$ cat src/design/obj_pkg.sv
// shared widths, typedefs and constants of the sprite line renderer, used as obj_pkg::name
package obj_pkg;

    typedef logic [15:0] word_t;      // one host table word
    typedef logic [15:0] code_t;      // tile code
    typedef logic [15:0] attr_t;      // [14:13] bank, [11:8] row, [5] hflip, [4:0] palette
    typedef logic [8:0]  hpos_t;      // horizontal position, also line buffer index
    typedef logic [8:0]  vpos_t;      // line number or object top
    typedef logic [1:0]  bank_t;
    typedef logic [19:0] rom_addr_t;  // {code, row}
    typedef logic [31:0] rom_data_t;  // 8 pixels of 4 bits
    typedef logic [8:0]  pxl_t;       // {palette, colour}
    typedef logic [6:0]  tbl_addr_t;  // {entry, word}

    localparam int OBJ_MAX   = 32;           // table entries
    localparam int TBL_DEPTH = OBJ_MAX * 4;  // four words per entry
    localparam int LINE_LEN  = 512;

    localparam word_t      TBL_END_ATTR = 16'hFF00;  // attr value that stops the scan
    localparam hpos_t      HPOS_MIN     = 9'h30;     // exclusive bounds
    localparam hpos_t      HPOS_MAX     = 9'h1C0;
    localparam logic [3:0] TRANSPARENT  = 4'hF;

    // scanner fsm
    typedef enum logic [2:0] {
        SCAN_IDLE,
        SCAN_RD,     // four word reads
        SCAN_TEST,   // attr arrives, range test
        SCAN_ISSUE,
        SCAN_WAIT    // both engines busy
    } scan_state_t;

endpackage

$ cat src/design/obj_table.sv
// object table memory written by the host four words per object and read back registered by the scanner
`timescale 1ns/1ns
module obj_table (
    input  logic                clk,
    input  logic                rst,
    input  logic                tbl_we,
    input  obj_pkg::tbl_addr_t  tbl_addr,
    input  obj_pkg::word_t      tbl_data,
    input  obj_pkg::tbl_addr_t  scn_addr,
    output obj_pkg::word_t      scn_data
);

    // entry n holds words 4n to 4n+3
    obj_pkg::word_t mem [obj_pkg::TBL_DEPTH];

    always_ff @(posedge clk) begin
        if (tbl_we) begin
            mem[tbl_addr] <= tbl_data;  // word 0 hpos, 1 vpos, 2 code, 3 attr
        end
    end

    always_ff @(posedge clk or posedge rst) begin
        if (rst) begin
            scn_data <= '0;
        end else begin
            scn_data <= mem[scn_addr];  // one cycle read latency
        end
    end

endmodule

$ cat config.mk
export PLATFORM = sky130hd
export DESIGN_NAME = obj_table
export DESIGN_NICKNAME = d
export VERILOG_FILES = /design/src/design/obj_pkg.sv /design/src/design/obj_table.sv
export SDC_FILE = /design/constraint.sdc
export NUM_CORES = 2
export LEC_CHECK = 0
export BUFFER_PORTS_ARGS = -buffer_cell sky130_fd_sc_hd__clkbuf_2
export CAP_MARGIN = 20
export CELL_PAD_IN_SITES_DETAIL_PLACEMENT = 0
export CELL_PAD_IN_SITES_GLOBAL_PLACEMENT = 1
export CORE_ASPECT_RATIO = 1.1
export CORE_UTILIZATION = 35
export CTS_CLUSTER_SIZE = 28
export DETAILED_ROUTE_END_ITERATION = 12
export PLACE_DENSITY_LB_ADDON = 0.1
export SYNTH_ARGS = -nofsm -noshare
export SYNTH_HDL_FRONTEND = slang
export SYNTH_SLANG_ARGS = --single-unit
$ cat constraint.sdc
create_clock -name clk -period 3 [get_ports clk]
set_clock_uncertainty 0.05 [all_clocks]
set_input_delay 0.3 -clock clk [delete_from_list [all_inputs] [get_ports clk]]
set_output_delay 0.3 -clock clk [all_outputs]
set_load 0.005 [all_outputs]
After elaboration in Yosys (flattened, before gate mapping)
Memory sizes are Yosys's and may differ from the RTL's. A register that Yosys moved wholly into a read port is not among the register bits.
Index checks and enable logic that the tools add are counted.

storage, ports and cells
  register bits = 0
  latch bits = 0
  RAM bits = 2048
  ROM bits = 0
  input bits = 33
  output and inout port bits = 16
  word-level logic and storage cells = 3
  memories kept = 1

cells by class
  add/sub/neg operators = 0
  $mul = 0
  divide/modulo/power cells = 0
  $lt $le $gt $ge = 0
  eq/ne operators = 0
  shift-type cells = 0
  multiplexer cells = 2
  bitwise logic cells = 0
  reduce and logical (&&, ||, !) cells = 0

memory list
  name  depth  width  read ports  clocked after Yosys merged registers in  write ports  line             source
  mem   128    16     1           1                                        1            obj_table.sv:14  obj_pkg::word_t mem [obj_pkg::TBL_DEPTH];

operator list
  operator          number
  1-bit 2-to-1 mux  2

Depth between registers and ports, before layout
  word-level depth = 2
  mapped depth = 7
  gate-level depth less buffers = 4

Worst setup path before layout
Ideal clock, no wire load.

  path kind = input port to flip-flop
  start point = input scn_addr[0]
  end point = register scn_data[0] (read register of mem)
  library setup time = 0.125 ns
  arrival = 2.673 ns
  required time = 2.825 ns
  slack = 0.152 ns
  cell stages on the path = 6
  path buffers = 2
  path through = buf_2 > clkbuf_1 > mux4_2 > mux4_2 > mux4_2 > mux2_2

RTL lines
  what         line             source
  from (decl)  obj_table.sv:9   input obj_pkg::tbl_addr_t scn_addr,
  to (decl)    obj_table.sv:10  output obj_pkg::word_t scn_data

==> metrics <==
switching part of the total=a little over a fifth; I/O Buffers=48; Detailed Routing Iterations Pass 1=7; Power Density=655 nW/um^2; initial DRC count=3163; sequential area share after synthesis=between 70% and 80%; largest net degree at the start of global routing=129; count of cell types in the netlist=17; DRC errors left=0; Synthesized Nets=about 3100; Final GP Congestion=~0.76; CTS root buf=clkbuf_16; Max VDD drop=0.000597 V; Internal Power=48.5 mW; sw power=approximately 13 mW; Clock Power Share=42.6%; dpl ws=-0.380 ns; Ports=between 40 and 50; area share of the largest cell type after synthesis=78.2%; Initial Util=35.2%; critical path class=register to register; DP HPWL=between 100 and 150 mm; min cycle time layout=roughly 2.6 ns; via/cell ratio=roughly 5.3; Hold Path Cell Cnt=4; Pins Over Slew Limit=0; wire per inst=between 30 and 40 um; Worst setup EP type=register; first-pass GRT wire length=around 300 mm; worst path bufs/invs=0; total CTS buffers=between 200 and 250; Yosys top cell by area=edfxtp_1; total core area=223000 um^2; Top Family by Delay on Critical Path=multiplexers; Mapped Avg Cell Area=25.5 um^2; Tcrit/Tclk final=between 80% and 90%; max incr delay on CP=roughly 0.63 ns; top post-synthesis cells by count=edfxtp_1 (2048), mux4_2 (672), nor2_1 (122); Die H=~500 um; Worst-Margin Slew=approximately 1.0 ns; final hold vios=0; # setup viols final=0; Yosys reg bits=around 2100; clk sinks=2064; antenna viol nets, final=0; gr ovfl total=0; post-CTS setup buffer count=0; Area contributors post-synth=edfxtp_1 (78%), mux4_2 (19%), nor2_1 (0.58%); Die Width=between 400 and 500 um; crit start category=register; outcome=finished clean; static leakage=between 20 and 30 nW; max cap viols=0; logic gate share of total power=roughly 5.4%; initial antenna violation count=28; row count=between 150 and 200; YS warnings=0; Cell Area, Synth=78600 um^2; most frequent cell after synthesis=edfxtp_1; H-tree depth=4; Top FF cell, synth=edfxtp_1; EDFF count, synth=roughly 2000; RSZ-0062 raised after global routing=no; most numerous cell on the critical path=mux4_2; Routed WL=around 220 mm; total power=around 61 mW; die area=226000 um^2; worst hold path class=input pin to register; R2R cell count=4; f_max=380 MHz; clk buf depth=3; CP cell instances=mux4_2 > mux4_2 > mux4_2 > mux2_2; area growth from synthesis to layout=19.3%; Slew headroom=a little under a third; Seq pwr share=between 50% and 60%; share of cells above drive strength 1=~38%; Mapped Cells=3087; TritonCTS clock tree=done; fin nets=3579; register area=between 60000 and 70000 um^2; Fill cells=between 15000 and 20000; crit path max fanout=1; R2R Setup Slk=around 0.37 ns; fin worst setup slack=around 0.37 ns; gr usage total=roughly a fifth; Levels on crit path=4; asr flop ratio synth=0.775%; Multi-input gate area=16200 um^2; Skew-Pair Late Insertion Delay=between 0.8 and 0.9 ns; clock slew at reported path FFs=~0.060 ns; Vias=35200; Critical Path RT=~3.7 ns; post-CTS resize count=0; CP max-delay cell=mux4_2; number of global-route vias before repair=37400; CP arrival=approximately 3.3 ns
## through the flow
stage | util (%) | hold slack (ns) | instances | instance area (um^2) | TNS, ns
after floorplan | - | 0.164 | 3087 | 78600 | 0
after global placement | 38.8 | 0.511 | 6260 | 86700 | -3.85
after detailed placement | 38.8 | 0.530 | 6260 | 86700 | -3.87
after CTS | 42.0 | 0.0162 | 6662 | 93700 | 0
after global routing | 42.0 | 0.0563 | 6665 | 93700 | 0
final | 42.0 | 0.0757 | 6669 | 93700 | 0
## repair_timing
| item | 4_1_cts | 5_1_grt |
|---|---|---|
| hold buffers | 16 | 0 |
| endpoints found under the setup margin | 0 | 0 |
| hold endpoints to repair | 697 | 0 |
## registers in the layout, summed over array words and instances (netlist names)
signal	flops
scn_data	16
mem	2048
## area by class of cell
class | instances | share of cell area [%]
clock inverter | 127 | 1.36
antenna | 7 | 0.0187
inverter | 1 | 0.00400
multi-input combinational | 858 | 17.2
clock buffer | 259 | 5.95
sequential | 2064 | 66.0
timing repair buffer | 409 | 5.46
tap | 2944 | 3.93
## kinds of logic after synthesis
group                  after synthesis  synth area share, %
buffers and inverters              165                0.882
muxes                              688                 19.5
DFF                               2064                 78.7
and+or+nand+nor                    170                0.887
## power by group through the flow
stage	Combinational [mW]	Clock [mW]	Sequential, mW
after CTS	3.42	26.8	32.0
after global routing	3.51	27.7	31.9
final	3.32	26.1	32.0
after global placement	3.35	0	32.6
after floorplan	1.56	0	32.5
after detailed placement	3.40	0	32.6
## worst register-to-register path, delay by kind of cell, from the launching register on
| kind | cells | cell delay (ns) |
|---|---|---|
| multiplexers | 4 | 2.11 |
| flip-flops | 1 | 0.37 |
## cells in the final DEF (no fill, tap or decap), drive strengths merged, types with 9 or more instances in the layout
master / instances
nor3: 9
clkbuf: 287
clkinv: 89
nand2: 14
dfrtp: 16
mux4: 672
edfxtp: 2048
nand3: 12
dlygate4sd3: 16
mux2: 16
bufinv: 24
nor2: 122
inv: 9
buf: 365
## path summary, 6_finish.rpt
check	endpoint	from
max	scn_data[8]	mem[92][8]
min	scn_data[7]	scn_addr[6]
max reg2reg	scn_data[8]	mem[92][8]
min reg2reg	scn_data[1]	mem[63][1]
max in group asynchronous	scn_data[13]	rst
min in group asynchronous	scn_data[7]	rst
## layer usage
layer	GRT usage, %	up-vias	wire (um)	part of all wire, %
li1	-	14400	-	-
met1	26.4	19700	93100	43
met4	4.63	0	4180	1.9
met5	0	-	0	0
met2	32.4	845	109000	51
met3	2.55	234	8830	4.1
Note: power is estimated with default switching activity, not from simulation.
