--- src/design/obj_pkg.sv ---
// shared widths, typedefs and constants of the sprite line renderer, used as obj_pkg::name
package obj_pkg;

    typedef logic [15:0] word_t;      // one host table word
    typedef logic [15:0] code_t;      // tile code
    typedef logic [15:0] attr_t;      // [14:13] bank, [11:8] row, [5] hflip, [4:0] palette
    typedef logic [8:0]  hpos_t;      // horizontal position, also line buffer index
    typedef logic [8:0]  vpos_t;      // line number or object top
    typedef logic [1:0]  bank_t;
    typedef logic [19:0] rom_addr_t;  // {code, row}
    typedef logic [31:0] rom_data_t;  // 8 pixels of 4 bits
    typedef logic [8:0]  pxl_t;       // {palette, colour}
    typedef logic [6:0]  tbl_addr_t;  // {entry, word}

    localparam int OBJ_MAX   = 32;           // table entries
    localparam int TBL_DEPTH = OBJ_MAX * 4;  // four words per entry
    localparam int LINE_LEN  = 512;

    localparam word_t      TBL_END_ATTR = 16'hFF00;  // attr value that stops the scan
    localparam hpos_t      HPOS_MIN     = 9'h30;     // exclusive bounds
    localparam hpos_t      HPOS_MAX     = 9'h1C0;
    localparam logic [3:0] TRANSPARENT  = 4'hF;

    // scanner fsm
    typedef enum logic [2:0] {
        SCAN_IDLE,
        SCAN_RD,     // four word reads
        SCAN_TEST,   // attr arrives, range test
        SCAN_ISSUE,
        SCAN_WAIT    // both engines busy
    } scan_state_t;

endpackage

--- src/design/gfx_rom_arb.sv ---
// round-robin arbiter sharing the graphics rom port between the two draw engines
`timescale 1ns/1ns
module gfx_rom_arb (
    input  logic                clk,
    input  logic                rst,
    input  logic                req_cs0,
    input  obj_pkg::rom_addr_t  req_addr0,
    input  obj_pkg::bank_t      req_bank0,
    input  logic                req_half0,
    input  logic                req_cs1,
    input  obj_pkg::rom_addr_t  req_addr1,
    input  obj_pkg::bank_t      req_bank1,
    input  logic                req_half1,
    output obj_pkg::rom_data_t  grant_data0,
    output logic                grant_ok0,
    output obj_pkg::rom_data_t  grant_data1,
    output logic                grant_ok1,
    output obj_pkg::rom_addr_t  rom_addr,
    output obj_pkg::bank_t      rom_bank,
    output logic                rom_half,
    output logic                rom_cs,
    input  obj_pkg::rom_data_t  rom_data,
    input  logic                rom_ok
);

    logic       owner;     // last granted engine
    logic       owned;     // grant active
    logic [1:0] settle;    // masks ok left over from the previous owner
    logic       owner_cs;
    logic       other_cs;
    logic       ok;

    assign owner_cs = owner ? req_cs1 : req_cs0;
    assign other_cs = owner ? req_cs0 : req_cs1;

    always_ff @(posedge clk or posedge rst) begin
        if (rst) begin
            owner  <= 1'b0;
            owned  <= 1'b0;
            settle <= '0;
        end else begin
            settle <= settle >> 1;
            if (!owned || !owner_cs) begin  // free or just released
                if (other_cs) begin
                    owner  <= ~owner;  // other side first
                    owned  <= 1'b1;
                    settle <= 2'b11;
                end else if (owner_cs) begin
                    owned  <= 1'b1;
                    settle <= 2'b11;
                end else begin
                    owned <= 1'b0;
                end
            end
        end
    end

    assign rom_cs   = owned && owner_cs;  // 0 when nothing granted
    assign rom_addr = owner ? req_addr1 : req_addr0;
    assign rom_bank = owner ? req_bank1 : req_bank0;
    assign rom_half = owner ? req_half1 : req_half0;

    assign ok          = rom_cs && rom_ok && settle == 2'b00;
    assign grant_ok0   = ok && !owner;
    assign grant_ok1   = ok && owner;
    assign grant_data0 = owner ? '0 : rom_data;
    assign grant_data1 = owner ? rom_data : '0;

    // two waiting engines never leave the port idle
    a_no_idle_port: assert property (@(posedge clk) disable iff (rst)
        (req_cs0 && req_cs1) |-> rom_cs);

endmodule

--- config.mk ---
export PLATFORM = sky130hd
export DESIGN_NAME = gfx_rom_arb
export DESIGN_NICKNAME = d
export VERILOG_FILES = /design/src/design/obj_pkg.sv /design/src/design/gfx_rom_arb.sv
export SDC_FILE = /design/constraint.sdc
export NUM_CORES = 1
export LEC_CHECK = 0
export BUFFER_PORTS_ARGS = -buffer_cell sky130_fd_sc_hd__buf_2
export CORE_AREA = 2 2 68 70
export DETAILED_ROUTE_END_ITERATION = 7
export DIE_AREA = 0 0 70 72
export PLACE_DENSITY = 0.76
export REMOVE_ABC_BUFFERS = 1
export SLEW_MARGIN = 30
export SYNTH_ARGS = -nofsm -noshare
export SYNTH_HDL_FRONTEND = slang
export SYNTH_SLANG_ARGS = --single-unit
--- constraint.sdc ---
create_clock -name clk -period 3.8 [get_ports clk]
set_input_delay 0.95 -clock clk [delete_from_list [all_inputs] [get_ports clk]]
set_output_delay 0.95 -clock clk [all_outputs]
set_load 0.05 [all_outputs]
-- Yosys cells after proc, flatten, opt, wreduce, memory -nomap -nowiden
Cells that the tools add are included.
- register bits after elaboration: 4
- bits of input ports: 83
- output and inout port bits: 90
- logic and storage cells: 27
- multiplexer cells: 12
- bitwise operators: 1
- reduce and logical (&&, ||, !) cells: 11
- operators with widths (cell ; count):
    $mux 32 ; 2
    $mux 20 ; 1
    $mux 2 ; 4
    $logic_and 1x1->1 ; 5
    $mux 1 ; 5
    $logic_not 1->1 ; 3
    $logic_not 2->1 ; 1
    $reduce_and 2->1 ; 1
    $logic_or 1x1->1 ; 1
    $not 1->1 ; 1

-- Longest topological paths before layout
- depth after elaboration: 5
- gate-level depth with buffers: 3
- mapped depth without buffers: 2

-- Worst setup path after synthesis
No wires, ideal clock.
- kind: input port to output port
- start: input rom_data[0]
- end: output grant_data0[0]
- arrival time: 1.657 ns
- path slack: 1.193 ns
- cell stages on the path: 1
- path through: nor2b_1
- word-level cells in the longest chain between the ends: 1
- RTL lines (item ; line ; text):
    start: declaration ; gfx_rom_arb.sv:22 ; input obj_pkg::rom_data_t rom_data,
    $mux 32 ; gfx_rom_arb.sv:66 ; assign grant_data0 = owner ? '0 : rom_data;
    end: declaration ; gfx_rom_arb.sv:14 ; output obj_pkg::rom_data_t grant_data0,
Every way passes these cells.

-- Worst setup path in the final report
- start: register owner
- end: output rom_addr[13]
- word-level cells in the longest chain between the ends: 1
- RTL lines (item ; line ; text):
    start: declaration ; gfx_rom_arb.sv:26 ; logic owner;
    start signal: assignment ; gfx_rom_arb.sv:45 ; owner <= ~owner;
    $mux 20 ; gfx_rom_arb.sv:59 ; assign rom_addr = owner ? req_addr1 : req_addr0;
    end: declaration ; gfx_rom_arb.sv:18 ; output obj_pkg::rom_addr_t rom_addr,
Every way passes these cells.

==> metrics <==
worst min path class reg -> reg; Die Span Y 72 µm; number of cell rows 24; total power per unit cell area 390 mW/mm²; first-pass GRT wire length 5.44 mm; cts hold-fix bufs 0; share of async-settable or async-resettable flops after synthesis 100%; cell with the biggest individual delay on the critical path sky130_fd_sc_hd__dfrtp_2; total global-route track usage 12.8%; count of endpoints failing setup in the final report 0; Synthesis Warnings 0; Starting Density 24.4%; clock slew at reported path FFs 40 ps; number of enable-type register cells in the synthesized netlist 0; hold violation total from the final report 0; DPL Wire Length 3.21 mm; most common flop cell mapped by yosys sky130_fd_sc_hd__dfrtp_1; total number of clock tree sinks 4; fraction of final layout cells sized beyond drive strength 1 72.1%; clock latency on the worst-skew pair 220 ps; arrival time worst endpoint 1780 ps; most common cell in the synthesized netlist sky130_fd_sc_hd__and2_1; synthesized instance count 115; cell type with the highest aggregate area in the netlist sky130_fd_sc_hd__mux2_4; Placed Cells incl. Taps 331; category of the critical setup timing path reg -> out; library cells used by synthesis 19; Max rail drop VDD 0.254 mV; Die Span X 70 µm; htree depth 1; static leakage 0.00120 µW; clock tree root buffer cell sky130_fd_sc_hd__clkbuf_8; vias per inst 4.21; TritonCTS clock tree built; drt first-iter violations 16; final layout net count 367; Slew @ Worst Pin 508 ps; final std cells w/o fill 335; TritonCTS Buffers 3; vias in the first global route 1,286; final cell utilization of the core 45.6%; fin crit share 71.9%; I/O Pins 173; series of cell instances along the critical path buf_4 -> mux2_4 -> buf_2; global route overflow 0; detail-routed net length per standard cell 11.0 µm; number of violations of the max-capacitance limit 0; layout-stage area growth over the synthesis result 87.3%; largest net degree at the start of global routing 45; core outline area 0.00426 mm²; Register-to-Register Setup Slack 2430 ps; highest achievable clock rate 0.366 GHz; worst clock skew on the final layout 7.36 ps; share of Yosys cell area claimed by the top area cell type 33.3%; residual antenna-violating net count after detailed routing 0; type of destination of the critical path primary output; combined area of all synthesized cells 0.00104 mm²; Diodes inserted 0; post_cts resized 0; required time at the worst-slack endpoint 2850 ps; DRC violation count after routing 0; per-instance average area after synthesis 9.03 µm²; max_slew headroom 66.1%; launching element type of the critical path register; maximum root-to-sink buffer count 2; routability congestion estimate 0.814; Final Slew Violations 0; part of the Yosys area used for sequential elements 9.64%; final critical-path required period 2730 ps; ranking of synthesized cells by instance count sky130_fd_sc_hd__and2_1, sky130_fd_sc_hd__nor2b_1, sky130_fd_sc_hd__mux2_4, sky130_fd_sc_hd__buf_2, sky130_fd_sc_hd__dfrtp_1; power after layout 759 µW; ranking of synthesized cells by area sky130_fd_sc_hd__mux2_4, sky130_fd_sc_hd__and2_1, sky130_fd_sc_hd__nor2b_1; post-CTS setup buffer count 0; antenna violations before repair 0; slowest cell delay on critical path 680 ps; count of TritonRoute iterations in the first routing pass 4; Setup Total Neg Slack 0 ps; total of flip-flops plus latches after synthesis 4; Total Wirelength 3.69 mm; RSZ-0062 raised after global routing false; area enclosed by the die boundary 0.00504 mm²; run status finished clean; count of port buffers added during placement 172; worst-path maximum fanout 30; via count 1,411
## cells by family (layout without fill, tap and decap cells)
group                  Yosys count  count (layout)  share of synthesized area (%)
DFF                              4               4                           9.64
muxes                           24              24                           34.3
AOI/OAI and AO/OA                5               5                           3.61
and+or+nand+nor                 70              70                           42.8
buffers and inverters           12             180                           9.64
## report_power, final
group,switching [µW],internal [µW]
clock network,22.0,71.6
registers,14.1,47.5
logic,426,177
total,462,297
## metrics by stage
stage / instance area (µm²) / hold slack [ps] / setup WS (ps)
after floorplan: 946 / 507 / 139
after global placement: 1900 / 551 / 1140
after detailed placement: 1900 / 550 / 1130
after CTS: 1950 / 562 / 1030
after global routing: 1950 / 613 / 951
final: 1950 / 561 / 1070
## registers in the layout, summed over array words and instances, names as in the netlist
register and cells:
settle 2, owned 1, owner 1
## worst max-delay path: cells and delay by family, from the launching register on
kind / cells / cell delay, ps
DFF: 1 / 680
muxes: 1 / 320
buffers and inverters: 2 / 550
## metal layers
layer / GRT usage [%] / part of all wire, % / vias up
li1: - / - / 715
met1: 12.6 / 34 / 609
met2: 26.8 / 54 / 83
met3: 3.47 / 11 / 4
met4: 2.35 / 0.62 / 0
met5: 0 / 0 / -
## cell usage in the layout (no fill, tap or decap)
| cell type | count |
|---|---|
| sky130_fd_sc_hd__clkbuf_8 | 3 |
| sky130_fd_sc_hd__and2_1 | 33 |
| sky130_fd_sc_hd__a22o_1 | 1 |
| sky130_fd_sc_hd__o21ai_0 | 1 |
| sky130_fd_sc_hd__and4_1 | 1 |
| sky130_fd_sc_hd__buf_4 | 1 |
| sky130_fd_sc_hd__a31oi_1 | 1 |
| sky130_fd_sc_hd__buf_2 | 172 |
| sky130_fd_sc_hd__nor2b_1 | 32 |
| sky130_fd_sc_hd__buf_12 | 1 |
| sky130_fd_sc_hd__nor3b_1 | 1 |
| sky130_fd_sc_hd__mux2_2 | 1 |
| sky130_fd_sc_hd__nor3_1 | 1 |
| sky130_fd_sc_hd__mux2_4 | 23 |
| sky130_fd_sc_hd__a21bo_2 | 1 |
| sky130_fd_sc_hd__a21boi_0 | 1 |
| sky130_fd_sc_hd__clkbuf_1 | 1 |
| sky130_fd_sc_hd__inv_1 | 2 |
| sky130_fd_sc_hd__or2_2 | 1 |
| sky130_fd_sc_hd__and4b_1 | 1 |
| sky130_fd_sc_hd__dfrtp_2 | 1 |
| sky130_fd_sc_hd__dfrtp_1 | 3 |
## worst paths after layout
| check | depth (start not counted) | start | endpoint |
|---|---|---|---|
| worst min-delay path | 1 | owned | settle[0] |
| max in group asynchronous | 2 | rst | owner |
| worst max-delay path | 3 | owner | rom_addr[13] |
| worst max register to register | 2 | owner | settle[1] |
| worst min register to register | 1 | owned | settle[0] |
| min in group asynchronous | 2 | rst | settle[0] |
## final cells by class
type                       count  area, µm²
inverter                       2       7.51
multi-input combinational     99        838
timing repair buffer         174        888
clock buffer                   4       45.0
fill                         432       2320
sequential                     4        101
tap                           52       65.1
Note: power is estimated with default switching activity, not from simulation.
