--- src/design/obj_pkg.sv ---
// shared widths, typedefs and constants of the sprite line renderer, used as obj_pkg::name
package obj_pkg;

    typedef logic [15:0] word_t;      // one host table word
    typedef logic [15:0] code_t;      // tile code
    typedef logic [15:0] attr_t;      // [14:13] bank, [11:8] row, [5] hflip, [4:0] palette
    typedef logic [8:0]  hpos_t;      // horizontal position, also line buffer index
    typedef logic [8:0]  vpos_t;      // line number or object top
    typedef logic [1:0]  bank_t;
    typedef logic [19:0] rom_addr_t;  // {code, row}
    typedef logic [31:0] rom_data_t;  // 8 pixels of 4 bits
    typedef logic [8:0]  pxl_t;       // {palette, colour}
    typedef logic [6:0]  tbl_addr_t;  // {entry, word}

    localparam int OBJ_MAX   = 32;           // table entries
    localparam int TBL_DEPTH = OBJ_MAX * 4;  // four words per entry
    localparam int LINE_LEN  = 512;

    localparam word_t      TBL_END_ATTR = 16'hFF00;  // attr value that stops the scan
    localparam hpos_t      HPOS_MIN     = 9'h30;     // exclusive bounds
    localparam hpos_t      HPOS_MAX     = 9'h1C0;
    localparam logic [3:0] TRANSPARENT  = 4'hF;

    // scanner fsm
    typedef enum logic [2:0] {
        SCAN_IDLE,
        SCAN_RD,     // four word reads
        SCAN_TEST,   // attr arrives, range test
        SCAN_ISSUE,
        SCAN_WAIT    // both engines busy
    } scan_state_t;

endpackage

--- src/design/obj_draw.sv ---
// sprite draw engine, fetches both rom halves of one object row and writes 16 pixels to the line buffer
`timescale 1ns/1ns
module obj_draw (
    input  logic                clk,
    input  logic                rst,
    input  obj_pkg::code_t      obj_code,
    input  obj_pkg::attr_t      obj_attr,
    input  obj_pkg::hpos_t      obj_hpos,
    input  obj_pkg::bank_t      obj_bank,
    input  logic                start,
    output logic                idle,
    output obj_pkg::hpos_t      buf_addr,
    output obj_pkg::pxl_t       buf_data,
    output logic                buf_wr,
    output obj_pkg::rom_addr_t  rom_addr,
    output obj_pkg::bank_t      rom_bank,
    output logic                rom_half,
    input  obj_pkg::rom_data_t  rom_data,
    output logic                rom_cs,
    input  logic                rom_ok
);

    logic [1:0]         wait_cycle;  // ok is stale for two cycles after an address change
    logic               draw;
    logic [3:0]         cnt;         // 8 writes, then one idle cycle
    logic               second;      // working on the second half
    logic               hflip;
    logic [4:0]         pal;
    obj_pkg::hpos_t     pos;         // next buffer address
    obj_pkg::rom_data_t pxl_data;
    logic               rom_good;
    logic               put;
    logic               half_end;
    logic [3:0]         nib;

    assign rom_good = !idle && !draw && rom_ok && wait_cycle == 2'b00;
    assign put      = draw && !cnt[3];
    assign half_end = (draw && cnt[3]) || (rom_good && &rom_data);  // drawn or blank
    assign nib      = hflip ? pxl_data[3:0] : pxl_data[31:28];

    always_ff @(posedge clk or posedge rst) begin
        if (rst) begin
            idle       <= 1'b1;
            rom_cs     <= 1'b0;
            buf_wr     <= 1'b0;
            draw       <= 1'b0;
            cnt        <= '0;
            second     <= 1'b0;
            wait_cycle <= '0;
        end else begin
            wait_cycle <= wait_cycle >> 1;
            buf_wr     <= put;
            if (idle && start) begin
                idle       <= 1'b0;
                rom_cs     <= 1'b1;  // held across both halves
                second     <= 1'b0;
                wait_cycle <= 2'b11;
            end
            if (rom_good && !(&rom_data)) begin
                draw <= 1'b1;
                cnt  <= '0;
            end
            if (put) begin
                cnt <= cnt + 4'd1;
            end
            if (half_end) begin
                draw <= 1'b0;
                if (second) begin
                    idle   <= 1'b1;  // last write already out
                    rom_cs <= 1'b0;  // lets the arbiter move on
                end else begin
                    second     <= 1'b1;
                    wait_cycle <= 2'b11;  // rom_half flips below
                end
            end
        end
    end

    always_ff @(posedge clk) begin
        if (idle && start) begin
            rom_addr <= {obj_code, obj_attr[11:8]};
            rom_bank <= obj_bank;
            rom_half <= obj_attr[5];  // flipped objects start on the right half
            hflip    <= obj_attr[5];
            pal      <= obj_attr[4:0];
            pos      <= obj_hpos;
        end
        if (rom_good) begin
            pxl_data <= rom_data;
        end
        if (put) begin
            buf_addr <= pos;
            buf_data <= {pal, nib};
            pos      <= pos + 9'd1;
            // refill with ones so a stray read stays transparent
            pxl_data <= hflip ? {4'hF, pxl_data[31:4]} : {pxl_data[27:0], 4'hF};
        end
        if (rom_good && &rom_data) begin
            pos <= pos + 9'd8;  // blank half, no writes
        end
        if (half_end && !second) begin
            rom_half <= ~rom_half;
        end
    end

    a_no_wr_idle: assert property (@(posedge clk) disable iff (rst) idle |-> !buf_wr);

endmodule

--- config.mk ---
export PLATFORM = sky130hd
export DESIGN_NAME = obj_draw
export DESIGN_NICKNAME = d
export VERILOG_FILES = /design/src/design/obj_pkg.sv /design/src/design/obj_draw.sv
export SDC_FILE = /design/constraint.sdc
export NUM_CORES = 1
export LEC_CHECK = 0
export BUFFER_PORTS_ARGS = -buffer_cell sky130_fd_sc_hd__buf_2
export CELL_PAD_IN_SITES_DETAIL_PLACEMENT = 0
export CELL_PAD_IN_SITES_GLOBAL_PLACEMENT = 1
export CORE_MARGIN = 3
export CORE_UTILIZATION = 37
export CTS_CLUSTER_DIAMETER = 200
export DETAILED_ROUTE_END_ITERATION = 6
export GPL_TIMING_DRIVEN = 0
export PLACE_DENSITY = 0.8
export SLEW_MARGIN = 20
export SYNTH_ARGS = -nofsm -noshare
export SYNTH_HDL_FRONTEND = slang
export SYNTH_SLANG_ARGS = --single-unit
--- constraint.sdc ---
create_clock -name clk -period 1.99 [get_ports clk]
set_clock_uncertainty 0.15 [all_clocks]
set_input_delay 0.597 -clock clk [delete_from_list [all_inputs] [get_ports clk]]
set_output_delay 0.597 -clock clk [all_outputs]
set_load 0.02 [all_outputs]
* After elaboration in Yosys (flattened, before gate mapping) *
Index checks and enable logic that the tools add are counted.

word-level totals
  flip-flop bits (word level) = 99
  bits in latches = 0
  bits in writable memories = 0
  bits in read-only memories = 0
  input port bits = 79
  output and inout bits = 44
  logic and storage cells = 67
  memories kept = 0

operators by class
  add/sub/neg operators = 3
  multiply operators = 0
  div/mod/pow operators = 0
  $lt $le $gt $ge = 0
  equal/unequal tests = 0
  shift operators = 0
  mux-type cells = 25
  bitwise operators = 1
  reduce and logical (&&, ||, !) cells = 22

operators by type and width
  kind                   number
  $mux W32               3
  $reduce_and A32 Y1     1
  $mux W9                3
  $mux W1                13
  $mux W4                3
  $add A9 B1 Y9 const B  1
  $add A9 B4 Y9 const B  1
  $logic_and A1 B1 Y1    9
  $reduce_bool A2 Y1     4
  $mux W2                3
  $logic_not A1 Y1       5
  $add A4 B1 Y4 const B  1
  $reduce_bool A3 Y1     1
  $logic_not A2 Y1       1
  $logic_or A1 B1 Y1     1
  $not A1 Y1             1

* Depth between registers and ports, before layout *
  depth after elaboration = 8
  gate-level depth with buffers = 7
  mapped depth without buffers = 6

* Worst setup path after synthesis *
Ideal clock, no wire load.

  path type = input to register
  from = input port rom_ok
  to = register pxl_data[0], enable pin
  library setup time = 389 ps
  arrival time = 1830 ps
  required time = 1451 ps
  slack = -379 ps
  stages = 3
  buffers on the path = 0
  path through = nand2b_1 > or4_1 > nand2_1

between the ends
  longest elaborated chain between the ends = 3

ends and longest elaborated chain
  element                              line            source
  from (decl)                          obj_draw.sv:20  input logic rom_ok
  $logic_and A1 B1 Y1 (2 in series)    obj_draw.sv:36  assign rom_good = !idle && !draw && rom_ok && wait_cycle == 2'b00;
  $reduce_bool A2 Y1 (no source line)  --
  to (signal assigned)                 obj_draw.sv:89  pxl_data <= rom_data;
  to (signal assigned)                 obj_draw.sv:96  pxl_data <= hflip ? {4'hF, pxl_data[31:4]} : {pxl_data[27:0], 4'hF};
  to (decl)                            obj_draw.sv:30  obj_pkg::rom_data_t pxl_data;

Every way passes these cells.
A chain may end at the register's enable or synchronous reset.

* Final worst setup path *
  from = input port rom_data[4]
  to = register pos[5], data pin

between the ends
  longest elaborated chain between the ends = 3

ends and longest elaborated chain
  element               line            source
  from (decl)           obj_draw.sv:18  input obj_pkg::rom_data_t rom_data,
  $reduce_and A32 Y1    obj_draw.sv:98  if (rom_good && &rom_data) begin
  $logic_and A1 B1 Y1   obj_draw.sv:98
  $mux W9               obj_draw.sv:98
  to (signal assigned)  obj_draw.sv:86  pos <= obj_hpos;
  to (signal assigned)  obj_draw.sv:94  pos <= pos + 9'd1;
  to (signal assigned)  obj_draw.sv:99  pos <= pos + 9'd8;
  to (decl)             obj_draw.sv:29  obj_pkg::hpos_t pos;

Every way passes these cells.

==> key figures <==
Drt
  • Routed vias: 3096
  • Vias per inst: 5.17
  • Detail Route Antenna Nets: 0
  • Drt drc: 0
  • DR iter-0 viols: 153
  • Final WL: 10.5 mm
  • Avg WL per Cell: 17.5 um
  • Drt pass-1 iters: 4

Final layout
  • Antenna Cells: 0
  • Post-layout util: 0.498
  • Share of layout cells above drive strength 1: 0.379
  • Nets@finish: 536
  • Multi-input logic area: 1310 um2
  • Area grow syn2layout: 29.4%
  • Sequential Area: 2920 um2
  • Fill cells: 1014

Clocking
  • Num CTS Buffers: 9
  • Clock Pin Slew Worst Setup and Hold Paths: 0.07 ns
  • H-tree depth: 3
  • Number of clock sinks: 99
  • Clk Latency, worst-skew pair: 0.34 ns
  • Root buffer cell: clkbuf_16
  • Clock tree from TritonCTS: yes
  • Clk buf depth: 2

Yosys
  • Mapped Cells: 322
  • Top-area cell type share of the netlist area: 0.622
  • Synthesized flop and latch total: 99
  • EDFF count, synth: 88
  • Netlist cell types: 41
  • Top cells by count, synth: edfxtp_1, nor2_1, a21oi_1
  • Dominant cells by area after synthesis: edfxtp_1, mux2i_1, dfrtp_1, a21oi_1, nor2_1
  • Most numerous cell in the Yosys netlist: edfxtp_1
  • Primary FF master, synth: edfxtp_1
  • Synth warn: 0
  • Post-Syn Nets: 404
  • Syn_area_per_cell: 13.2 um2
  • Cell Area, Synth: 4250 um2
  • Yosys top cell by area: edfxtp_1
  • Sequential fraction of the synthesis area: 0.687
  • FFs w/ async S/R, synth: 0.111

GRT
  • Initial antenna violation count: 0
  • Largest net degree at the start of global routing: 33
  • GRT Resource Usage Total: 0.166
  • Gr ovfl total: 0
  • Vias in the first global route: 3240
  • First-pass GRT wire length: 16.7 mm

Run status
  • Outcome: finished clean

Timing
  • Endpoints failing setup: 0
  • Slew Limit Headroom: 0.621
  • Post-route minimum period: 1.98 ns
  • Pins Over Slew Limit: 0
  • Final hold vios: 0
  • Fmax: 0.504 GHz
  • Slew of the pin with the lowest slew margin: 0.569 ns
  • RSZ-0062 raised after global routing: true
  • Tcrit/Tclk final: 0.997

Placed design
  • Post-DP HPWL: 7.44 mm
  • Quantity of I/O buffers inserted on ports: 116
  • Gpl congestion: 0.805

Worst setup path
  • Crit. End Element: flop
  • Setup slack, reg-to-reg: 0.07 ns
  • CP Launch Type: input port
  • Critical path's slowest cell: a2111o_1
  • Worst path cell trace: buf_2 -> nand4_1 -> nor4_4 -> buf_4 -> nand3_2 -> and3_4 -> a2111o_1
  • CP max FO: 3
  • WP data required: 1.92 ns
  • Crit path max-delay family: simple AND/OR/NAND/NOR gates
  • Critical path type: input port to flop
  • Peak per-stage delay on the critical path: 0.33 ns
  • Worst path arrival time: 1.92 ns
  • CP Buf/Inv Count: 2

Die
  • Row Count: 38
  • Die area: 12800 um2
  • Die Width: 113 um
  • Starting Density: 0.385
  • Die height: 113 um
  • Top Ports: 123
  • Core area: 11000 um2

Power
  • Pwr Total: 0.00893 W
  • Leak pwr: 2.24 nW
  • Maximum VDD drop: 0.710 mV
  • Power Density: 1620 nW/um2

Run
  • Max Cap Viol: 0

Worst hold path
  • Worst Hold Class: input port to asynchronous set/reset pin
[sequential cells by signal (all words and copies together) (netlist names)]
name	flops
buf_addr	9
buf_data	9
buf_wr	1
cnt	4
draw	1
hflip	1
idle	1
pal	5
pos	9
pxl_data	32
rom_addr	20
rom_bank	2
rom_cs	1
rom_half	1
second	1
wait_cycle	2
[report_power, final]
part / switching, W / internal, W
clock network: 0.000748 / 0.000856
logic: 0.00210 / 0.00112
registers: 0.000535 / 0.00357
[worst paths after layout]
check | startpoint | endpoint | cells after the start
min in group clk | pal[0] | buf_data[4] | 0
min reg2reg | pal[0] | buf_data[4] | 0
max | rom_data[4] | pos[5] | 7
max reg2reg | wait_cycle[0] | pos[5] | 5
min | rst | buf_wr | 2
max in group asynchronous | rst | idle | 2
[layout by cell type, fill, tap and decap left out, drive strengths merged, types with 3 or more instances in the layout]
cell	n
buf	129
edfxtp	88
nor2	43
a21oi	37
mux2i	27
nand2	18
clkbuf	17
inv	11
o21ai	11
dfrtp	10
nand4	9
nand3	7
clkinv	5
a31oi	4
mux2	4
nor3	4
nor4	3
ha	3
and3	3
[what timing repair did]
item,CTS,global route
setup buffers,2,2
cloned,1,0
hold endpoints to repair,0,0
hold buffers,0,0
gates resized for setup,14,28
setup endpoints to repair,129,111
pin swaps,6,9
[routing by layer]
| layer | up-vias | track usage | part of all wire |
|---|---|---|---|
| met4 | 0 | 0.0449 | 0.012 |
| met5 | - | 0 | 0 |
| met3 | 12 | 0.0508 | 0.063 |
| met1 | 1496 | 0.231 | 0.46 |
| li1 | 1481 | - | - |
| met2 | 107 | 0.253 | 0.47 |
[cell families (layout without fill, tap and decap cells)]
family,after synthesis,after routing,share of synthesized area
xor+xnor,4,4,0.00825
fa+ha+maj,3,3,0.00884
mux,31,31,0.0742
compound gates,66,66,0.0940
buf+inv,27,164,0.0274
flops,99,99,0.687
simple gates,92,92,0.100
[metrics by stage]
step	hold WS [ns]	setup TNS [ns]	cells	cell area (um2)	worst slack, ns
after floorplan	0.250	-0.0905	322	4260	-0.0448
after global placement	0.250	-36.13	578	5020	-0.611
after detailed placement	0.257	-41.11	578	5020	-0.613
after CTS	0.115	-0.000584	597	5360	-0.000584
after global routing	0.142	-0.139	599	5500	-0.0414
final	0.106	0	599	5500	0.00578
[layout make-up]
class                      instances  area share
sequential                        99       0.531
inverter                          12     0.00888
tap                              140      0.0319
clock buffer                      11      0.0423
timing repair inverter             1     0.00137
multi-input combinational        196       0.237
clock inverter                     5     0.00728
buffer                            15      0.0182
timing repair buffer             120       0.121
No activity file was read; power rests on OpenSTA's default activity.
