==> src/design/obj_pkg.sv <==
// shared widths, typedefs and constants of the sprite line renderer, used as obj_pkg::name
package obj_pkg;

    typedef logic [15:0] word_t;      // one host table word
    typedef logic [15:0] code_t;      // tile code
    typedef logic [15:0] attr_t;      // [14:13] bank, [11:8] row, [5] hflip, [4:0] palette
    typedef logic [8:0]  hpos_t;      // horizontal position, also line buffer index
    typedef logic [8:0]  vpos_t;      // line number or object top
    typedef logic [1:0]  bank_t;
    typedef logic [19:0] rom_addr_t;  // {code, row}
    typedef logic [31:0] rom_data_t;  // 8 pixels of 4 bits
    typedef logic [8:0]  pxl_t;       // {palette, colour}
    typedef logic [6:0]  tbl_addr_t;  // {entry, word}

    localparam int OBJ_MAX   = 32;           // table entries
    localparam int TBL_DEPTH = OBJ_MAX * 4;  // four words per entry
    localparam int LINE_LEN  = 512;

    localparam word_t      TBL_END_ATTR = 16'hFF00;  // attr value that stops the scan
    localparam hpos_t      HPOS_MIN     = 9'h30;     // exclusive bounds
    localparam hpos_t      HPOS_MAX     = 9'h1C0;
    localparam logic [3:0] TRANSPARENT  = 4'hF;

    // scanner fsm
    typedef enum logic [2:0] {
        SCAN_IDLE,
        SCAN_RD,     // four word reads
        SCAN_TEST,   // attr arrives, range test
        SCAN_ISSUE,
        SCAN_WAIT    // both engines busy
    } scan_state_t;

endpackage

==> src/design/obj_scan.sv <==
// per-line object scanner that picks visible table entries and issues them to a free draw engine
`timescale 1ns/1ns
module obj_scan (
    input  logic                clk,
    input  logic                rst,
    input  logic                line_start,
    input  obj_pkg::vpos_t      line,
    output obj_pkg::tbl_addr_t  scn_addr,
    input  obj_pkg::word_t      scn_data,
    output obj_pkg::code_t      obj_code,
    output obj_pkg::attr_t      obj_attr,
    output obj_pkg::hpos_t      obj_hpos,
    output obj_pkg::bank_t      obj_bank,
    output logic                start0,
    output logic                start1,
    input  logic                idle0,
    input  logic                idle1,
    output logic                line_done
);

    obj_pkg::scan_state_t state;
    logic [4:0]     idx;        // table entry
    logic [1:0]     word;       // word within entry
    obj_pkg::vpos_t line_r;
    obj_pkg::vpos_t vpos_r;
    obj_pkg::vpos_t row;
    logic           scan_end;   // table walk finished
    logic           last;
    logic           end_mark;
    logic           hit;
    logic           issue;
    logic           advance;

    assign scn_addr = {idx, word};
    assign row      = line_r - vpos_r;  // lines above the object wrap high and miss
    assign last     = idx == 5'(obj_pkg::OBJ_MAX - 1);
    assign end_mark = scn_data == obj_pkg::TBL_END_ATTR;  // attr word is on scn_data in TEST
    assign hit      = row < 9'd16 && obj_hpos > obj_pkg::HPOS_MIN
                      && obj_hpos < obj_pkg::HPOS_MAX;
    assign issue    = state == obj_pkg::SCAN_ISSUE || state == obj_pkg::SCAN_WAIT;

    // engine 0 has priority over engine 1
    assign start0 = issue && idle0;
    assign start1 = issue && !idle0 && idle1;

    // skip a miss or move on once the object has gone out
    assign advance = (state == obj_pkg::SCAN_TEST && !end_mark && !hit)
                     || (issue && (idle0 || idle1));

    always_ff @(posedge clk or posedge rst) begin
        if (rst) begin
            state     <= obj_pkg::SCAN_IDLE;
            idx       <= '0;
            word      <= '0;
            line_r    <= '0;
            scan_end  <= 1'b0;
            line_done <= 1'b0;
        end else if (line_start) begin
            state     <= obj_pkg::SCAN_RD;  // restart from entry 0
            idx       <= '0;
            word      <= '0;
            line_r    <= line;
            scan_end  <= 1'b0;
            line_done <= 1'b0;
        end else begin
            if (scan_end && idle0 && idle1) begin
                line_done <= 1'b1;  // held until next line_start
            end
            case (state)
                obj_pkg::SCAN_RD: begin
                    word <= word + 2'd1;  // wraps back to 0
                    if (word == 2'd3) begin
                        state <= obj_pkg::SCAN_TEST;
                    end
                end
                obj_pkg::SCAN_TEST: begin
                    if (end_mark) begin
                        state    <= obj_pkg::SCAN_IDLE;
                        scan_end <= 1'b1;
                    end else if (hit) begin
                        state <= obj_pkg::SCAN_ISSUE;
                    end
                end
                obj_pkg::SCAN_ISSUE, obj_pkg::SCAN_WAIT: begin
                    state <= obj_pkg::SCAN_WAIT;  // back-pressure until advance overrides
                end
                default: ;
            endcase
            if (advance) begin
                if (last) begin
                    state    <= obj_pkg::SCAN_IDLE;
                    scan_end <= 1'b1;
                end else begin
                    idx   <= idx + 5'd1;
                    state <= obj_pkg::SCAN_RD;
                end
            end
        end
    end

    // scn_data lags scn_addr by one cycle
    always_ff @(posedge clk) begin
        if (state == obj_pkg::SCAN_RD) begin
            case (word)
                2'd1: obj_hpos <= scn_data[8:0];
                2'd2: vpos_r   <= scn_data[8:0];
                2'd3: obj_code <= scn_data;
                default: ;
            endcase
        end
        if (state == obj_pkg::SCAN_TEST) begin
            obj_attr <= {scn_data[15:12], row[3:0], scn_data[7:0]};  // row into 11:8
            obj_bank <= scn_data[14:13];
        end
    end

    // the chosen engine takes the object on the start edge
    a_start0_taken: assert property (@(posedge clk) disable iff (rst) start0 |=> !idle0);
    a_start1_taken: assert property (@(posedge clk) disable iff (rst) start1 |=> !idle1);

endmodule

==> config.mk <==
export PLATFORM = sky130hd
export DESIGN_NAME = obj_scan
export DESIGN_NICKNAME = d
export VERILOG_FILES = /design/src/design/obj_pkg.sv /design/src/design/obj_scan.sv
export SDC_FILE = /design/constraint.sdc
export NUM_CORES = 1
export LEC_CHECK = 0
export ABC_AREA = 1
export BUFFER_PORTS_ARGS = -buffer_cell sky130_fd_sc_hd__buf_2
export CORE_MARGIN = 3
export CORE_UTILIZATION = 45
export CTS_CLUSTER_DIAMETER = 120
export DETAILED_ROUTE_END_ITERATION = 10
export PLACE_DENSITY = 0.73
export SLEW_MARGIN = 25
export SYNTH_ARGS = -nofsm -noshare
export SYNTH_HDL_FRONTEND = slang
export SYNTH_SLANG_ARGS = --single-unit
export TNS_END_PERCENT = 100
==> constraint.sdc <==
create_clock -name clk -period 2.4 [get_ports clk]
set_clock_uncertainty 0.2 [all_clocks]
set_input_delay 0.48 -clock clk [delete_from_list [all_inputs] [get_ports clk]]
set_output_delay 0.48 -clock clk [all_outputs]
set_load 0.03 [all_outputs]
**Word level (Yosys, flattened, before mapping)**

Cells that the tools add are included.

- Multiplexer cells: 19
- Reductions and logical operators: 26
- Add/sub/neg operators: 3
- Eq/ne operators: 12
- Order comparisons: 3

Operators with widths:

| kind | number |
|---|---|
| $eq 16x16->1 const B | 1 |
| $mux 3 | 5 |
| $mux 5 | 3 |
| $logic_and 1x1->1 | 10 |
| $gt 9x6->1 const B | 1 |
| $lt 9x5->1 const B | 1 |
| $lt 9x9->1 const B | 1 |
| $pmux 3 s3 | 1 |
| $sub 9x9->9 | 1 |
| $mux 1 | 8 |
| $reduce_and 2->1 | 4 |
| $eq 3x2->1 const B | 2 |
| $reduce_bool 2->1 | 3 |
| $add 5x1->5 const B | 1 |
| $eq 5x5->1 const B | 1 |
| $ne 5x5->1 const B | 1 |
| $reduce_bool 5->1 | 1 |
| $eq 2x2->1 const B | 2 |
| $mux 2 | 2 |
| $ne 4x4->1 const B | 1 |
| $eq 3x1->1 const B | 1 |
| $eq 3x3->1 const B | 1 |
| $logic_not 1->1 | 3 |
| $logic_or 1x1->1 | 3 |
| other kinds (5) | 5 |

- Output and inout port bits: 53
- Register bits: 73
- Word-level logic and storage cells: 74
- Bits of input ports: 30

**Logic depth before layout (Yosys ltp)**

- Depth in word-level cells: 9
- Depth in mapped cells: 17
- Mapped depth without buffers: 17

**Worst setup path before layout**

OpenSTA, ideal clock, no wires.

- Kind: flip-flop to flip-flop
- Start point: reg word[1]
- End point: reg state[1]
- Cell stages (with the launch flop): 8
- Slack: 195 ps
- Buffers on the path: 0
- Clock period less this slack: 2205 ps
- Library setup time: 78 ps
- Arrival time: 1927 ps
- Required time: 2122 ps
- Cells stage by stage: dfrtp_1 ha_1 inv_1 nor2_1 nor3_1 inv_1 nand3_1 a21oi_1

- Cells in the longest elaborated chain, start to end: 3

RTL lines:

| element | RTL line | source |
|---|---|---|
| start: declaration | obj_scan.sv:23 | `logic [1:0] word;` |
| start signal: assignment | obj_scan.sv:71 | `word <= word + 2'd1;` |
| $eq 2x2->1 | obj_scan.sv:72 | `if (word == 2'd3) begin` |
| $ne 4x4->1 (no source line) | - |  |
| $reduce_and 3->1 (no source line) | - |  |
| end signal: assignment | obj_scan.sv:73 | `state <= obj_pkg::SCAN_TEST;` |
| end signal: assignment | obj_scan.sv:78 | `state <= obj_pkg::SCAN_IDLE;` |
| end signal: assignment | obj_scan.sv:81 | `state <= obj_pkg::SCAN_ISSUE;` |
| end: declaration | obj_scan.sv:21 | `obj_pkg::scan_state_t state;` |

No other way between the ends.
A chain may end at the register's enable or synchronous reset.

**Worst setup path in the final report**

- Start point: reg vpos_r[0]
- End point: reg state[0]

- Cells in the longest elaborated chain, start to end: 9
- Elaborated cells between the ends (all ways): 13
- Classes of those cells: add/sub (1); order compare (1); eq/ne (2); mux (2); reduce/logical (7)

RTL lines:

| element | RTL line | source |
|---|---|---|
| start: declaration | obj_scan.sv:25 | `obj_pkg::vpos_t vpos_r;` |
| start signal: assignment | obj_scan.sv:106 | `2'd2: vpos_r <= scn_data[8:0];` |
| $sub 9x9->9 * | obj_scan.sv:35 | `assign row = line_r - vpos_r;` |
| $lt 9x5->1 * | obj_scan.sv:38 | `assign hit = row < 9'd16 && obj_hpos > obj_pkg::HPOS_MIN` |
| $logic_and 1x1->1 * | obj_scan.sv:38 |  |
| $logic_and 1x1->1 * | obj_scan.sv:39 | `&& obj_hpos < obj_pkg::HPOS_MAX;` |
| $logic_not 1->1 | obj_scan.sv:47 | `assign advance = (state == obj_pkg::SCAN_TEST && !end_mark && !hit)` |
| $logic_and 1x1->1 | obj_scan.sv:47 |  |
| $logic_or 1x1->1 | obj_scan.sv:48 | `\|\| (issue && (idle0 \|\| idle1));` |
| $ne 5x5->1 (no source line) (tied with other cells) | - |  |
| $reduce_and 3->1 (no source line) / $mux 3 (equally long branches) | - |  |
| end signal: assignment | obj_scan.sv:52 | `state <= obj_pkg::SCAN_IDLE;` |
| end signal: assignment | obj_scan.sv:59 | `state <= obj_pkg::SCAN_RD;` |
| end signal: assignment | obj_scan.sv:73 |  |

Every way passes the cells marked *; elsewhere a longest branch is shown, timed or not.

==> insert_results.sql <==
INSERT INTO impl_metrics (metric_group, metric, value, unit) VALUES
('logic_synthesis', 'syn-instance-count', '297', ''),
('floorplanning', 'fp.coreArea', '6832', 'um2'),
('logic_synthesis', 'synth-seq-cells', '71', ''),
('setup_path', 'crit_path_max_fanout', '5', ''),
('power', 'p_leak', '1.914', 'nW'),
('timing', 'max_slew.worst_pin.slew', '0.4242', 'ns'),
('logic_synthesis', 'post_synth_xor_area_fraction', '1.098', '%'),
('placement', 'place_area', '3764', 'um2'),
('detailed_routing', 'drcViolationCount', '0', ''),
('timing', 'finalCritPeriodShare', '92.42', '%'),
('cts', 'clock_tree_from_tritoncts', 'yes', ''),
('setup_path', 'ff2ff_setup_slack', '0.18', 'ns'),
('power', 'power.density', '953.2', 'nW/um2'),
('floorplanning', 'floorplan.die.height', '90.22', 'um'),
('logic_synthesis', 'async_flop_share', '29.58', '%'),
('detailed_routing', 'vias', '2312', ''),
('global_route', 'grt_remaining_overflow', '0', ''),
('setup_path', 'required_time_of_the_worst_setup_path', '2.43', 'ns'),
('logic_synthesis', 'synth_top_cell_area_share', '47.04', '%'),
('logic_synthesis', 'synth_simple_gate_area_share', '20.62', '%'),
('logic_synthesis', 'yosys.cell_count.top_type', 'sky130_fd_sc_hd__nand2_1', ''),
('logic_synthesis', 'synth_area_leaders', 'sky130_fd_sc_hd__edfxtp_1, sky130_fd_sc_hd__dfrtp_1, sky130_fd_sc_hd__nand2_1, sky130_fd_sc_hd__inv_1, sky130_fd_sc_hd__ha_1', ''),
('placement', 'placement.io_buffers', '82', ''),
('setup_path', 'critPathArrivalTime', '2.25', 'ns'),
('floorplanning', 'placement_rows', '30', ''),
('setup_path', 'crit_path_end_kind', 'flip-flop', ''),
('hold_path', 'hp-class', 'in2reg', ''),
('timing', 'maxSlewViolCount', '0', ''),
('timing', 'hold_viol', '0', ''),
('flow_run', 'drv_cap', '0', ''),
('final_layout', 'multiInputGateArea', '975.9', 'um2'),
('hold_path', 'min_from', 'scn_data[9]', ''),
('floorplanning', 'effective_utilization_at_floorplan', '46.72', '%'),
('logic_synthesis', 'post_synth.cell_area_avg', '10.75', 'um2'),
('setup_path', 'reg2regPathDepth', '14', ''),
('cts', 'clockBufferDepth', '2', ''),
('global_route', 'grt_antenna_before_repair', '0', ''),
('final_layout', 'register_area', '2027', 'um2'),
('logic_synthesis', 'count_of_flip_flops_with_a_built_in_enable_after_synthesis', '50', ''),
('logic_synthesis', 'synth-adder-area-share', '5.723', '%'),
('timing', 'finalSetupViolCount', '0', ''),
('detailed_routing', 'detailedRoute.firstPassIterationCount', '4', ''),
('final_layout', 'post-route-util', '58.39', '%'),
('floorplanning', 'io_pins', '83', ''),
('global_route', 'grt_max_degree', '22', ''),
('cts', 'ctsHtreeMaxLevel', '3', ''),
('final_layout', 'final_design_area_no_fill', '3989', 'um2'),
('logic_synthesis', 'synth_ff_type', 'sky130_fd_sc_hd__edfxtp_1', ''),
('cts', 'clkLatencyLatePin', '0.34', 'ns'),
('detailed_routing', 'routed_wl', '6484', 'um'),
('logic_synthesis', 'ys_top_cells_by_count', 'sky130_fd_sc_hd__nand2_1, sky130_fd_sc_hd__edfxtp_1, sky130_fd_sc_hd__inv_1', ''),
('logic_synthesis', 'synth_top_cell_by_area', 'sky130_fd_sc_hd__edfxtp_1', ''),
('floorplanning', 'full_die_area', '8140', 'um2'),
('logic_synthesis', 'synth.distinct_cells', '30', ''),
('global_route', 'global_route_wire_length_before_repair', '11010', 'um'),
('outcome', 'run_status', 'finished, final reports clean', ''),
('detailed_routing', 'postRouteAntennaNets', '0', ''),
('setup_path', 'crit_path_start_kind', 'flip-flop', ''),
('timing', 'post-route-min-period', '2.218', 'ns'),
('detailed_routing', 'vias_per_cell', '4.661', ''),
('timing', 'fmax', '450.8', 'MHz'),
('logic_synthesis', 'synth.mux.area_fraction', '0', '%'),
('global_route', 'first_global_vias', '2360', ''),
('cts', 'numCtsBuffers', '9', ''),
('detailed_routing', 'dr.first_iter.drc_count', '105', ''),
('final_layout', 'layout_nets', '439', ''),
('final_layout', 'final_layout_size_suffix_gt1_share', '33.00', '%'),
('power', 'peakVddDrop', '433.4', 'uV'),
('cts', 'clkSlewWorstSetupHoldPaths', '0.08', 'ns'),
('logic_synthesis', 'area_fraction_in_compound_gates_after_synthesis', '2.705', '%'),
('cts', 'cts_sinks', '71', '');
==> per-stage QoR <==
stage | hold WS (ns) | total power, mW | setup TNS (ns) | std cells | worst slack [ns]
final | 0.1322 | 3.802 | 0 | 496 | 0.1818
after global routing | 0.1176 | 4.048 | -0.003589 | 496 | -0.003589
after CTS | 0.1138 | 3.824 | 0 | 496 | 0.08950
after detailed placement | 0.2668 | 2.859 | 0 | 479 | 0.1059
after global placement | 0.2681 | 2.829 | 0 | 479 | 0.1491
after floorplan | 0.2483 | 2.514 | 0 | 297 | 0.1948
==> critical path: stages, from the launching register on <==
cell,delay [ns]
sky130_fd_sc_hd__edfxtp_1,0.38
sky130_fd_sc_hd__ha_2,0.19
sky130_fd_sc_hd__fa_2,0.35
sky130_fd_sc_hd__inv_2,0.07
sky130_fd_sc_hd__nand2_2,0.06
sky130_fd_sc_hd__nand2_2,0.06
sky130_fd_sc_hd__nand2_1,0.04
sky130_fd_sc_hd__nand2_1,0.05
sky130_fd_sc_hd__nand3_1,0.08
sky130_fd_sc_hd__nor2_2,0.10
sky130_fd_sc_hd__nand3_2,0.10
sky130_fd_sc_hd__nand2_4,0.10
sky130_fd_sc_hd__nand3_4,0.10
sky130_fd_sc_hd__a21oi_2,0.15
sky130_fd_sc_hd__nand2_1,0.07
==> registers in the layout (all words and copies together), names as in the netlist, 2 cells and up <==
register  count
word          2
obj_code     16
state         3
vpos_r        9
obj_attr     16
obj_hpos      9
idx           5
line_r        9
==> report_power, final <==
part	internal [mW]	switching, mW
clock network	0.490	0.469
logic	0.388	0.805
registers	1.54	0.106
total	2.42	1.38
==> worst max path at each step <==
| stage | from | endpoint | slack, ns |
|---|---|---|---|
| CTS | vpos_r[0]$_DFFE_PP_ | idx[2]$_DFFE_PP0P_ | 0.09 |
| detailed placement | vpos_r[0]$_DFFE_PP_ | idx[2]$_DFFE_PP0P_ | 0.11 |
| finish | vpos_r[0]$_DFFE_PP_ | state[0]$_DFFE_PP0P_ | 0.18 |
| floorplan | word[1]$_DFFE_PP0P_ | state[1]$_DFFE_PP0P_ | 0.19 |
| global placement | vpos_r[0]$_DFFE_PP_ | idx[2]$_DFFE_PP0P_ | 0.15 |
| global route | vpos_r[0]$_DFFE_PP_ | state[0]$_DFFE_PP0P_ | -0.004 |
==> timing repair <==
action | in CTS | in global routing
setup endpoints to repair | 0 | 8
buffers inserted | 0 | 0
hold buffers | 1 | 0
resized for setup | 0 | 5
endpoints found under the hold margin | 21 | 0
==> per-layer routing <==
| metal | global-route usage [%] | wire length [um] | vias to the layer above |
|---|---|---|---|
| met3 | 5.105 | 360 | 16 |
| met5 | 0 | 0 | - |
| met1 | 20.16 | 2678 | 1071 |
| li1 | - | - | 1160 |
| met4 | 7.270 | 172 | 0 |
| met2 | 29.00 | 3272 | 65 |
==> logic make-up after synthesis <==
| logic type | Yosys count |
|---|---|
| flops | 71 |
| compound gates | 16 |
| buf+inv | 52 |
| fa+ha+maj | 14 |
| simple gates | 140 |
| xor+xnor | 4 |
==> cells in the final DEF, fill, tap and decap left out, types with 6 or more instances in the layout <==
cell type                  count
sky130_fd_sc_hd__a21oi_1       9
sky130_fd_sc_hd__ha_1         12
sky130_fd_sc_hd__clkbuf_8      9
sky130_fd_sc_hd__inv_1        44
sky130_fd_sc_hd__nor2_1       21
sky130_fd_sc_hd__nand4_1       6
sky130_fd_sc_hd__nand2_1      76
sky130_fd_sc_hd__nand3_1      11
sky130_fd_sc_hd__dfrtp_1      21
sky130_fd_sc_hd__buf_2        82
sky130_fd_sc_hd__buf_4         9
sky130_fd_sc_hd__nand2_2       6
sky130_fd_sc_hd__edfxtp_1     50
==> area by class of cell <==
class / count / share of cell area, %
Clock buffer: 9 / 3.105
Timing Repair Buffer: 92 / 12.23
Sequential cell: 71 / 50.82
Inverter: 47 / 4.423
Multi-Input combinational cell: 174 / 24.47
Clock inverter: 7 / 1.945
Tap cell: 96 / 3.011
Power figures use the tool's default switching activity.
